[src/amo_mem_pkg.sv]
/*
  Shared widths, typedefs and helpers for the banked atomic scratchpad
  The data path is fixed at 32 bits with four byte enables
  Opcodes C to F are carried through the design but rejected by the banks
*/
`default_nettype none

package amo_mem_pkg;

  // Bus widths
  localparam int unsigned DataWidth = 32;
  localparam int unsigned AddrWidth = 16;
  localparam int unsigned BeWidth   = DataWidth / 8;

  typedef logic [DataWidth-1:0] data_t;
  typedef logic [AddrWidth-1:0] addr_t;
  typedef logic [BeWidth-1:0]   be_t;

  // Atomic opcode as carried on the sideband
  typedef enum logic [3:0] {
    NONE = 4'h0,
    SWAP = 4'h1,
    ADD  = 4'h2,
    AND  = 4'h3,
    OR   = 4'h4,
    XOR  = 4'h5,
    MAX  = 4'h6,
    MAXU = 4'h7,
    MIN  = 4'h8,
    MINU = 4'h9,
    LR   = 4'hA,
    SC   = 4'hB
  } amo_op_e;

  // Read-modify-write group, SWAP up to MINU
  function automatic logic is_rmw(input logic [3:0] op);
    return (op >= 4'h1) && (op <= 4'h9);
  endfunction

  function automatic logic is_legal_op(input logic [3:0] op);
    return op <= 4'hB;
  endfunction

  // Index width for a count, at least one bit
  function automatic int unsigned idx_width(input int unsigned n);
    return (n > 1) ? $clog2(n) : 1;
  endfunction

endpackage

`default_nettype wire

[src/bank_resp_collect.sv]
/*
  Merges the bank responses into the Wishbone response
  Purely combinational, at most one bank answers in any cycle
*/
`timescale 1ns/100ps
`default_nettype none

module bank_resp_collect #(
  parameter int unsigned NUM_BANKS = 4
) (
  input  wire logic [NUM_BANKS-1:0]             resp_valid_i,
  input  wire logic [NUM_BANKS-1:0]             resp_err_i,
  input  amo_mem_pkg::data_t [NUM_BANKS-1:0]    rdata_i,
  output logic                                  wb_ack_o,
  output logic                                  wb_err_o,
  output amo_mem_pkg::data_t                    wb_dat_o,
  output logic                                  done_o
);

  amo_mem_pkg::data_t dat;

  // AND-OR mux on the one-hot valid vector
  always_comb begin
    dat = '0;
    for (int b = 0; b < NUM_BANKS; b++) begin
      if (resp_valid_i[b]) begin
        dat = dat | rdata_i[b];
      end
    end
  end

  assign wb_dat_o = dat;

  // Error takes the place of ack, never both
  assign wb_ack_o = |(resp_valid_i & ~resp_err_i);
  assign wb_err_o = |(resp_valid_i & resp_err_i);

  // Either kind of response frees the router
  assign done_o = |resp_valid_i;

  // Overlapping responses would mean the router issued twice
  always_comb begin
    a_onehot : assert ($onehot0(resp_valid_i))
      else $error("bank responses overlap, valid=%h", resp_valid_i);
  end

endmodule

`default_nettype wire

[config.mk]
export PLATFORM = sky130hd
export DESIGN_NAME = bank_resp_collect
export DESIGN_NICKNAME = d
export VERILOG_FILES = /design/src/amo_mem_pkg.sv /design/src/bank_resp_collect.sv
export SDC_FILE = /design/constraint.sdc
export NUM_CORES = 1
export LEC_CHECK = 0
export ABC_AREA = 0
export BUFFER_PORTS_ARGS = -buffer_cell sky130_fd_sc_hd__buf_2
export CORE_AREA = 2 2 66 68
export DETAILED_ROUTE_END_ITERATION = 8
export DIE_AREA = 0 0 68 70
export PLACE_DENSITY_LB_ADDON = 0.2
export SYNTH_ARGS = -nofsm -noshare
export SYNTH_HDL_FRONTEND = slang
export SYNTH_SLANG_ARGS = --single-unit
[constraint.sdc]
create_clock -name vclk -period 1.5
set_input_delay 0.3 -clock vclk [all_inputs]
set_output_delay 0.3 -clock vclk [all_outputs]
set_load 0.01 [all_outputs]
* After elaboration in Yosys (flattened, before gate mapping)
Index checks and enable logic that the tools add are counted.
Storage, ports and cells: register bits 0, input bits 136, output and inout bits 35, word-level logic and storage cells 13
Operators by class: mux-type cells 4, bitwise logic cells 6, reduce and logical (&&, ||, !) cells 3
Operators by type and width (number):
- $mux 32 | 4
- $or 32x32->32 | 3
- $reduce_or 4->1 | 3
- $and 4x4->4 | 2
- $not 4->4 | 1

* Longest topological paths before layout
word-level depth 7, mapped depth 4, mapped depth without buffers 2

* Least setup slack after synthesis
Ideal clock, no wire load.
path type input to output, from in resp_valid_i[1], to out done_o, arrival 955 ps, data required time 1200 ps, path slack 245 ps, cell stages on the path 2, buffers on the path 1, cells stage by stage buf_2 > or4_4
Between the ends: word-level cells in the longest chain between the ends 1
Ends and longest elaborated chain:
- start, declared | line bank_resp_collect.sv:11 | input wire logic [NUM_BANKS-1:0] resp_valid_i,
- $reduce_or 4->1 | line bank_resp_collect.sv:39 | assign done_o = |resp_valid_i;
- end, declared | line bank_resp_collect.sv:17 | output logic done_o
Every way passes these cells.

* Worst setup path after layout
from in resp_valid_i[0], to out done_o
The elaborated chain is that of the path after synthesis.

==> out/metrics.cfg <==
[global_route]
grt_pass1_vias=1540
track_usage_pct=16.2
grt_max_degree=19
grt_antenna_before_repair=0
overflow=0
grt_pass1_wl_mm=6.31

[yosys]
syn_area_um2=748
yosys.cell_types.count=8
synth_fp_nets=257
synth_cells=121
yosysSeqAreaShare_pct=0
synth_warnings=0
avgSynthCellArea_um2=6.18

[worst_setup_path]
crit_path_frequent_cell=buf_2
slowest_stage=or4_4
crit_family=simple AND/OR/NAND/NOR gates
worstPathRequired_ns=1.20
crit_chain=buf_2 -> or4_4 -> buf_2
cp.depth=3
path_max_fanout=3
end_kind=output port
crit_type=in -> out
crit_start=resp_valid_i[0]
arrival_ns=1.07
cp_num_buf_inv=2
slowest_delay_ns=0.51
start_kind=input pin

[worst_hold_path]
hp-start=rdata_i[42]
whs_endpoint=wb_dat_o[10]
hold_path.class=in -> out
worstHoldPathCells=4

[cells_and_area]
seq_cell_count=0
final_common_cell=buf_2
nClkBuffers=0
final_cell_mix=171 x buf_2, 66 x a22oi_1, 33 x nand2_1
synthToLayoutAreaGrowth_pct=121
nets=422
diodes=0
drive_gt1_share_pct=63.4
final_util_pct=39.9
seq_area_um2=0

[drt]
via_count=1634
wirelength_mm=4.30
firstDrtPassIters=4
post-route-drc-count=0
drt-vias-per-instance=4.86
drtAntennaViolNets=0
detail_route.wl_per_cell_um=12.8
drt_iter0_drc=52

[floorplanning]
fp.dieW_um=68
dieArea_um2=4760
io_pins=171
coreArea_um2=4140
die_h_um=70
start_util_pct=18.1
rows=24

[sta]
drv_slew=0
relSlewSlack_pct=85.4
max_freq_mhz=730
fin_tns_setup_ns=0
rsz0062_at_grt=no
finalCritPeriodShare_pct=91.4
setup_violations=0
tightest_slew_ns=0.220
layout_setup_ws_ns=0.129
timing.final.crit_period_ns=1.37
hold_violations=0

[clock_tree]
postCtsSetupRepairBufs=0
cts_resized=0
ctsHoldBuffers=0

[status]
outcome=finished, final reports clean

[placement]
dp_hpwl_mm=3.61
gp_congestion=0.914
place_ws_ns=0.125
io_buffers=171

[power_and_ir_drop]
p_leak_nw=0.967
power_density_nw_per_um2=309
ir_drop_mv=0.150
total_power_mw=0.511

[run]
max_cap_viol_count=0

==> cells in the mapped netlist (all sizes together) <==
library cell	instances	area [µm²]
a22oi	66	495
nand2	33	124
buf	16	86.3
nand2b	3	18.8
inv	1	3.75
o2111ai	1	8.76
or4	1	11.3
==> worst max path at each step <==
stage	end	slack, ns
floorplan	done_o	0.24
global placement	done_o	0.13
detailed placement	done_o	0.13
CTS	done_o	0.12
global route	wb_dat_o[6]	0.04
finish	done_o	0.13
==> metal layers <==
metal  part of all wire (%)  GRT usage (%)  up-vias
li1                       -              -      810
met1                     36           17.1      711
met2                     50           31.1      103
met3                     11           2.74       10
met4                    3.1           4.89        0
met5                      0              0        -
==> logic make-up (layout without fill, tap and decap cells) <==
| logic type | after synthesis | in the layout | share of synthesized area, % |
|---|---|---|---|
| compound gates | 67 | 67 | 67.4 |
| buf+inv | 17 | 180 | 12.0 |
| simple gates | 37 | 37 | 20.6 |
==> power by group <==
group / switching, mW / internal [mW]
sequential: 0 / 0
combinational: 0.236 / 0.275
clock: 0 / 0
==> per-stage QoR <==
| step | cells | cell area, µm² | hold WS [ns] |
|---|---|---|---|
| after floorplan | 121 | 748 | 0.736 |
| after global placement | 336 | 1660 | 0.887 |
| after detailed placement | 336 | 1660 | 0.890 |
| after CTS | 336 | 1660 | 0.890 |
| after global routing | 336 | 1660 | 0.907 |
| final | 336 | 1660 | 0.892 |
==> final cells by class <==
type | instances | area [µm²]
Inverter | 1 | 3.75
Fill cell | 453 | 2490
Timing Repair Buffer | 179 | 928
Multi-Input combinational cell | 104 | 658
Tap cell | 52 | 65.1
Power figures use the tool's default switching activity.
