File: config.mk
export PLATFORM = sky130hd
export DESIGN_NAME = wb_bank_router
export DESIGN_NICKNAME = d
export VERILOG_FILES = /design/src/amo_mem_pkg.sv /design/src/wb_bank_router.sv
export SDC_FILE = /design/constraint.sdc
export NUM_CORES = 1
export LEC_CHECK = 0
export ABC_AREA = 1
export BUFFER_PORTS_ARGS = -buffer_cell sky130_fd_sc_hd__buf_2
export CAP_MARGIN = 25
export CORE_MARGIN = 1
export CORE_UTILIZATION = 23
export CTS_CLUSTER_SIZE = 20
export DETAILED_ROUTE_END_ITERATION = 7
export GPL_TIMING_DRIVEN = 1
export HOLD_SLACK_MARGIN = 0.05
export PLACE_DENSITY = 0.87
export SYNTH_ARGS = -nofsm -noshare
export SYNTH_HDL_FRONTEND = slang
export SYNTH_SLANG_ARGS = --single-unit
File: constraint.sdc
create_clock -name clk_i -period 2.1 [get_ports clk_i]
set_input_delay 0.42 -clock clk_i [delete_from_list [all_inputs] [get_ports clk_i]]
set_output_delay 0.42 -clock clk_i [all_outputs]
set_load 0.1 [all_outputs]
File: src/amo_mem_pkg.sv
/*
  Shared widths, typedefs and helpers for the banked atomic scratchpad
  The data path is fixed at 32 bits with four byte enables
  Opcodes C to F are carried through the design but rejected by the banks
*/
`default_nettype none

package amo_mem_pkg;

  // Bus widths
  localparam int unsigned DataWidth = 32;
  localparam int unsigned AddrWidth = 16;
  localparam int unsigned BeWidth   = DataWidth / 8;

  typedef logic [DataWidth-1:0] data_t;
  typedef logic [AddrWidth-1:0] addr_t;
  typedef logic [BeWidth-1:0]   be_t;

  // Atomic opcode as carried on the sideband
  typedef enum logic [3:0] {
    NONE = 4'h0,
    SWAP = 4'h1,
    ADD  = 4'h2,
    AND  = 4'h3,
    OR   = 4'h4,
    XOR  = 4'h5,
    MAX  = 4'h6,
    MAXU = 4'h7,
    MIN  = 4'h8,
    MINU = 4'h9,
    LR   = 4'hA,
    SC   = 4'hB
  } amo_op_e;

  // Read-modify-write group, SWAP up to MINU
  function automatic logic is_rmw(input logic [3:0] op);
    return (op >= 4'h1) && (op <= 4'h9);
  endfunction

  function automatic logic is_legal_op(input logic [3:0] op);
    return op <= 4'hB;
  endfunction

  // Index width for a count, at least one bit
  function automatic int unsigned idx_width(input int unsigned n);
    return (n > 1) ? $clog2(n) : 1;
  endfunction

endpackage

`default_nettype wire

File: src/wb_bank_router.sv
/*
  Wishbone classic slave front end, one transaction in flight
  Bank from word address bits [log2(NUM_BANKS)+1:2], NUM_BANKS >= 2
  Address bits above the bank and word fields are ignored
*/
`timescale 1ns/100ps
`default_nettype none

module wb_bank_router #(
  parameter int unsigned  NUM_BANKS      = 4,
  parameter int unsigned  WORDS_PER_BANK = 64,
  parameter int unsigned  HART_ID_W      = 4,
  localparam int unsigned BANK_W         = amo_mem_pkg::idx_width(NUM_BANKS),
  localparam int unsigned WORD_W         = amo_mem_pkg::idx_width(WORDS_PER_BANK)
) (
  input  wire logic                 clk_i,
  input  wire logic                 rst_ni,
  input  wire logic                 wb_cyc_i,
  input  wire logic                 wb_stb_i,
  input  wire logic                 wb_we_i,
  input  amo_mem_pkg::addr_t        wb_adr_i,
  input  amo_mem_pkg::be_t          wb_sel_i,
  input  amo_mem_pkg::data_t        wb_dat_i,
  input  wire logic [3:0]           amo_op_i,
  input  wire logic [HART_ID_W-1:0] hart_id_i,
  input  wire logic                 done_i,
  output logic [NUM_BANKS-1:0]      bank_req_o,
  output logic [WORD_W-1:0]         word_addr_o,
  output logic                      write_o,
  output amo_mem_pkg::data_t        wdata_o,
  output amo_mem_pkg::be_t          be_o,
  output amo_mem_pkg::amo_op_e      op_o,
  output logic [HART_ID_W-1:0]      hart_id_o
);

  logic busy_q;
  logic accept;
  logic [BANK_W-1:0] bank_idx;

  // Word interleaving, byte offset bits [1:0] dropped
  assign bank_idx    = wb_adr_i[2 +: BANK_W];
  assign word_addr_o = wb_adr_i[2 + BANK_W +: WORD_W];

  // Held stb is taken once, then blocked until the response
  assign accept = wb_cyc_i && wb_stb_i && !busy_q;

  always_comb begin
    bank_req_o           = '0;
    bank_req_o[bank_idx] = accept;
  end

  // Shared payload straight from the bus
  assign write_o   = wb_we_i;
  assign wdata_o   = wb_dat_i;
  assign be_o      = wb_sel_i;
  assign op_o      = amo_mem_pkg::amo_op_e'(amo_op_i);
  assign hart_id_o = hart_id_i;

  // Busy from accept until the edge after done
  always_ff @(posedge clk_i or negedge rst_ni) begin
    if (!rst_ni) begin
      busy_q <= 1'b0;
    end else if (accept) begin
      busy_q <= 1'b1;
    end else if (done_i) begin
      busy_q <= 1'b0;
    end
  end

  a_no_req_busy : assert property (@(posedge clk_i) disable iff (!rst_ni)
    busy_q |-> bank_req_o == '0);
  // A bank answers only to a request this router issued
  a_done_busy : assert property (@(posedge clk_i) disable iff (!rst_ni)
    done_i |-> busy_q);

endmodule

`default_nettype wire
### After elaboration in Yosys (flattened, before gate mapping)

Cells that the tools add are included.

| word-level totals | value |
|---|---|
| bits in registers | 1 |
| logic and storage cells | 13 |
| output and inout bits | 55 |
| input port bits | 66 |

| cells by class | value |
|---|---|
| bitwise operators | 1 |
| magnitude comparators | 2 |
| muxes and demuxes | 4 |
| reductions and logical operators | 5 |

Operators by type and width:

| kind | number |
|---|---|
| bitwise AND 4 bit | 1 |
| logical AND 1 bit | 3 |
| < comparator 2 x 3 -> 1 bit, second input constant | 1 |
| two-way mux 1 bit | 3 |
| demux 1 bit (select 2 bit) | 1 |
| >= comparator 2 x 1 -> 1 bit, second input constant | 1 |
| nonzero test 2 bit | 1 |
| logical NOT 1 bit | 1 |

### Longest topological paths before layout

Gate-level depths: netlist of the first run.

| logic depth | value |
|---|---|
| depth after elaboration | 5 |
| depth in mapped cells | 3 |
| gate-level depth less buffers | 3 |

### Least setup slack after synthesis of the first run

Ideal clock, no wire load.

| path | value |
|---|---|
| kind | input to output |
| start | in wb_cyc_i |
| end | out bank_req_o[0] |
| data required time | 1.680 ns |
| data arrival time | 1.782 ns |
| slack | -0.102 ns |
| buffers on the path | 0 |
| cell stages on the path | 2 |
| cells stage by stage | nand3_2 -> nor2_1 |

| on the way | value |
|---|---|
| word-level cells in the longest chain between the ends | 3 |

RTL lines:

| what | RTL line | text |
|---|---|---|
| start, declared | wb_bank_router.sv:18 | `input wire logic wb_cyc_i,` |
| logical AND 1 bit (2 in series) | wb_bank_router.sv:45 | `assign accept = wb_cyc_i && wb_stb_i && !busy_q;` |
| bitwise AND 4 bit (no source line) | n/a |  |
| end, declared | wb_bank_router.sv:27 | `output logic [NUM_BANKS-1:0] bank_req_o,` |

Every way passes these cells.

### Worst setup path after layout of the first run

| path | value |
|---|---|
| start | in wb_adr_i[2] |
| end | out bank_req_o[2] |

| on the way | value |
|---|---|
| word-level cells in the longest chain between the ends | 5 |
| elaborated cells on any way between the ends | 6 |
| those cells by class | order compare: 2; mux: 2; bitwise: 1; reduce/logical: 1 |

RTL lines:

| what | RTL line | text |
|---|---|---|
| start, declared | wb_bank_router.sv:21 | `input amo_mem_pkg::addr_t wb_adr_i,` |
| < comparator 2 x 3 -> 1 bit (implied by the code) / >= comparator 2 x 1 -> 1 bit (equally long branches) | wb_bank_router.sv:49 | `bank_req_o[bank_idx] = accept;` |
| logical AND 1 bit (implied by the code) | wb_bank_router.sv:49 |  |
| two-way mux 1 bit (implied by the code) | wb_bank_router.sv:49 |  |
| demux 1 bit (select 2 bit) * | wb_bank_router.sv:49 |  |
| bitwise AND 4 bit (no source line) * | n/a |  |

Every way passes the cells marked *; elsewhere a longest branch is shown, timed or not.

==> results of run 1 <==
[worst register-to-register path, stage by stage, from the launching register on]
cell     delay, ps
dfrtp_1        360
inv_1           60
nand3_2        100
nand2_1         80
[cell families (layout without fill, tap and decap cells)]
| group | Yosys count | count (layout) | share of synthesized area, % |
|---|---|---|---|
| DFF | 1 | 1 | 5.32 |
| buffers and inverters | 55 | 14 | 84.6 |
| and+or+nand+nor | 11 | 11 | 10.1 |
[area by class of cell]
class / instances / area (µm²) / area share (%)
Sequential cell: 1 / 25.0 / 14.8
Tap cell: 25 / 31.3 / 18.5
Inverter: 4 / 15.0 / 8.89
Timing Repair Buffer: 10 / 50.0 / 29.6
Multi-Input combinational cell: 11 / 47.5 / 28.1
[routing by layer]
layer,wire length (µm),vias to the layer above
met5,0,-
met4,96,0
li1,-,65
met1,139,68
met3,169,22
met2,165,30
[Yosys cell counts (all sizes together)]
| master | number | area share [%] |
|---|---|---|
| nor2 | 4 | 3.2 |
| dfrtp | 1 | 5.3 |
| buf | 51 | 81 |
| nand3 | 1 | 2.1 |
| nand2 | 6 | 4.8 |
| inv | 4 | 3.2 |
[how the worst min path moves through the flow]
| stage | end | slack, ps |
|---|---|---|
| final | busy_q | 190 |
| after global placement | busy_q | 200 |
| after floorplan | busy_q | 120 |
| after global routing | busy_q | 200 |
| after CTS | busy_q | 200 |
| after detailed placement | busy_q | 200 |
[layout by cell type (no fill, tap or decap)]
cell type and n:
buf_2 10, nand2_1 6, inv_1 4, nor2_1 4
nand3_2 1, dfrtp_1 1
[metrics by stage]
| step | hold slack (ps) | worst slack [ps] |
|---|---|---|
| floorplan | 124 | -102 |
| global placement | 195 | 531 |
| detailed placement | 196 | 529 |
| CTS | 196 | 527 |
| global route | 198 | 431 |
| finish | 194 | 526 |
[where the power goes]
part	internal (mW)	total [mW]	switching, mW
clock	0	0	0
sequential	0.0218	0.0229	0.00108
combinational	0.00853	0.0317	0.0232
total	0.0303	0.0546	0.0243
==> impl_metrics.ini, run 1 <==
[timing]
rsz0062_at_grt = no
skew_ps = 0
slew_viol_final = 0
setup_tns_ps = 0
maxSlewHeadroom_pct = 67.8
worst_slew_pin_slew_ps = 486
fmax_ghz = 0.635
setup_viol = 0
fin_crit_sh_pct = 75.0
hold_violations = 0
fin_crit_ps = 1570

[placed_design]
dp_hpwl_um = 454
port_buffers = 10
dpl-instance-area_um2 = 169
placed_cells = 51
globalplace.congestion = 0.635

[flow_run]
maxCapViolations = 0

[setup_path]
reg2reg_depth = 3
worst-path-buf-inv = 3
cp-startpoint = wb_adr_i[2]
crit_path_end = bank_req_o[2]
slowest_stage = buf_2
worst-path-stages = 5
cp-start-kind = primary input
end_kind = primary output
crit_required_ps = 1680
critPathKind = primary input to primary output
cp_top_family = buffers and inverters
critPathMostFrequentCell = buf_2
reg2reg_to = busy_q
r2r-start = busy_q
critPathMaxStageDelay_ps = 430
rrSetupSlack_ps = 1440
cp_data_arrival_time_ps = 1150
path_cells = buf_2 -> inv_1 -> nand2_1 -> nor2_1 -> buf_2
worstPathMaxFanout = 3

[cells_and_area]
final_area_um2 = 169
fin_util_pct = 9.28
regMostFlops = busy_q
nNetsFinal = 94
diodes = 0
final_cells = 51
largest_register_ffs = 1
top_regs = busy_q: 1 flops
drive_above_1_share_pct = 42.3
syn_to_final_growth_pct = -64.1
nFillCells = 222

[die]
row_count = 15
core_area_um2 = 1820
die_h_um = 47.2
initial_core_util_pct = 25.8
die_x_um = 47.2
die_area_um2 = 2230
io_pins = 121

[routing]
ant_nets = 0
drt_pass1_iterations = 2
drc = 0
vias = 185
routed_via_density = 3.63
routed_wl_um = 570
drt_iter0_drc = 3
wl_per_cell_um = 11.2

[global_routing]
grt_remaining_overflow = 0
use_met1_pct = 2.25
track_usage_pct = 4.60
antenna_found_initial = 0
grtUsageMet3_pct = 5.77
grt_max_degree = 6
use_met2_pct = 4.11
grt_pass1_wl_um = 745
top_usage_layer = met4
grt_pass1_vias = 169

[status]
status = complete, no violations

[synthesis]
yosys_warnings = 0
ys_seq_area_share_pct = 5.32
synthCells = 67
syn-num-nets = 133
synthesis.area_um2 = 470
synth.avg_cell_area_um2 = 7.02
synth-seq-cells = 1
synth.distinct_cells = 6

[pwr]
p_leak_nw = 0.101
power_density_nw_per_um2 = 323
total_power_mw = 0.0546
vdd_drop_max_v = 0.000116

[cts]
cts_setup_buffers = 0
hold_buffers = 0
clkSlewWorstSetupHoldPaths_ps = 0
cts_resized = 0
clock_latency_ps = 0

[hold_path]
worstHoldPathType = primary input to async pin
Note: power is estimated with default switching activity, not from simulation.
==> run 2: changes to the inputs <==
ABC_AREA = 0   (was 1)
CORE_UTILIZATION = 19   (was 23)
PLACE_DENSITY = 0.77   (was 0.87)
clock period = 1.3 ns   (was 2.1 ns; I/O delays follow)
==> impl_metrics.ini, run 2 <==
[status]
status = complete, no violations

[die]
die_area_um2 = 2650
row_count = 17
core_area_um2 = 2250
die_x_um = 51.4
die_h_um = 51.4
io_pins = 121
initial_core_util_pct = 20.6

[synthesis]
synth-seq-cells = 1
synth_area_leaders = buf_4 (82%), dfrtp_1 (5.4%), nand3b_4 (4.3%)
ys_seq_area_share_pct = 5.39
async_flop_share_pct = 100
syn-num-nets = 127
yosysTopAreaCell = buf_4
synth.avg_cell_area_um2 = 7.61
yosys_warnings = 0
synth-edff-count = 0
synth.distinct_cells = 6
synthTopCellsByCount = buf_4 (51), nor3_1 (4), inv_1 (3)
synthCells = 61
synthesis.area_um2 = 464
synth_top_area_share_pct = 82.5
yosysMostFrequentCell = buf_4
ys.flop_type = dfrtp_1

[routing]
vias = 184
drt_pass1_iterations = 1
routed_via_density = 3.76
ant_nets = 0
wl_per_cell_um = 12.3
routed_wl_um = 605
drc = 0
drt_iter0_drc = 0

[cts]
clock_latency_ps = 0
clkSlewWorstSetupHoldPaths_ps = 0
cts_resized = 0

[global_routing]
grt_pass1_vias = 203
use_met1_pct = 1.23
grt_pass1_wl_um = 848
grt_remaining_overflow = 0
antenna_found_initial = 0
grtUsageMet3_pct = 4.76
track_usage_pct = 4.05
top_usage_layer = met4
use_met2_pct = 5.19
grt_max_degree = 6

[pwr]
total_power_mw = 0.116
power_density_nw_per_um2 = 413
vdd_drop_max_v = 0.000155
p_leak_nw = 0.123

[placed_design]
port_buffers = 10
globalplace.congestion = 0.418
placed_cells = 48

[flow_run]
maxCapViolations = 0

[cells_and_area]
regMostFlops = busy_q
final_cells = 49
diodes = 0
layout_common_cells = buf_2 (6), nor3_4 (4), buf_12 (4)
seq_area_um2 = 25.0
drive_above_1_share_pct = 71.4
syn_to_final_growth_pct = -39.4
top_regs = busy_q: 1 flops
nFillCells = 258
multi_input_area_um2 = 90.1
nNetsFinal = 89
largest_register_ffs = 1
mostFrequentLayoutCell = buf_2

[setup_path]
critPathKind = register to primary output
slowest_stage = dfrtp_1
rrSetupSlack_ps = 510
reg2reg_to = busy_q
reg2reg_depth = 2
path_cells = nand3b_4 -> nor3_4 -> buf_12
cp-start-kind = register
crit_required_ps = 1040
critPathMaxStageDelay_ps = 360
r2r-start = busy_q
end_kind = primary output
worstPathMaxFanout = 5
cp_data_arrival_time_ps = 980

[hold_path]
hold-path-endpoint = busy_q
hold_depth = 2
worstHoldPathType = primary input to register
min_from = done_i

[timing]
fin_crit_sh_pct = 95.3
slew_viol_final = 0
skew_ps = 0
fmax_ghz = 0.807
holdWs_ps = 462
setup_viol = 0
maxSlewHeadroom_pct = 87.9
hold_violations = 0
rsz0062_at_grt = no
worst_slew_pin_slew_ps = 180
fin_crit_ps = 1240
[run 2: cell count changes in the layout (fill, tap and decap cells not counted)]
cell / before / now
buf_12: 0 / 4
nand2_1: 6 / 0
buf_2: 10 / 6
inv_1: 4 / 3
dlygate4sd3_1: 0 / 1
nor2_1: 4 / 0
nor3_4: 0 / 4
nand3b_4: 0 / 1
o21ai_0: 0 / 1
nand3_2: 1 / 0
[run 2: worst max-delay path, delay by kind of cell, from the launching register on]
family,cells,cell delay [ps]
buf+inv,1,200
flops,1,360
simple gates,2,420
[run 2: stage by stage]
step	area, µm²	util (%)	setup WS (ps)	TNS, ps
2_1_floorplan	509	-	-296	-1180
3_3_place_gp	272	12.0	79.6	0
4_1_cts	282	12.5	36.0	0
6_report	282	12.5	60.8	0
5_1_grt	282	12.5	2.63	0
3_5_place_dp	272	12.0	43.3	0
[run 2: power breakdown]
part / total (mW) / leakage, nW / switching (mW) / internal [mW]
clock: 0 / 0 / 0 / 0
sequential: 0.0371 / 0.0127 / 0.00194 / 0.0352
combinational: 0.0793 / 0.110 / 0.0494 / 0.0298
total: 0.116 / 0.123 / 0.0514 / 0.0650
[run 2: what timing repair did]
item | 4_1_cts | 5_1_grt
setup buffers | 0 | 0
hold buffers | 1 | 0
endpoints found under the hold margin | 1 | 0
[run 2: cell families (layout without fill, tap and decap cells)]
group	count (synthesis)	after routing	share of synthesized area, %
buffers and inverters	54	14	84.9
AND/OR/NAND/NOR	5	5	8.63
AO/OA/AOI/OAI	1	1	1.08
flip-flops	1	1	5.39
[run 2: layout make-up]
cell class                      count  area share [%]
Tap cell                           28            12.4
Inverter                            3            4.00
Timing Repair Buffer               11            42.7
Multi-Input combinational cell      6            32.0
Sequential cell                     1            8.89
[run 2: worst max-delay path by stage]
stage	startpoint	endpoint	cells after the start
floorplan	busy_q	bank_req_o[0]	2
global placement	busy_q	bank_req_o[0]	3
detailed placement	busy_q	bank_req_o[1]	3
CTS	busy_q	bank_req_o[1]	3
global route	busy_q	bank_req_o[1]	3
finish	busy_q	bank_req_o[3]	3
[run 2: metal layers]
metal,share of wire (%),up-vias
met1,20,70
li1,-,56
met3,30,20
met5,0,-
met2,35,38
met4,15,0
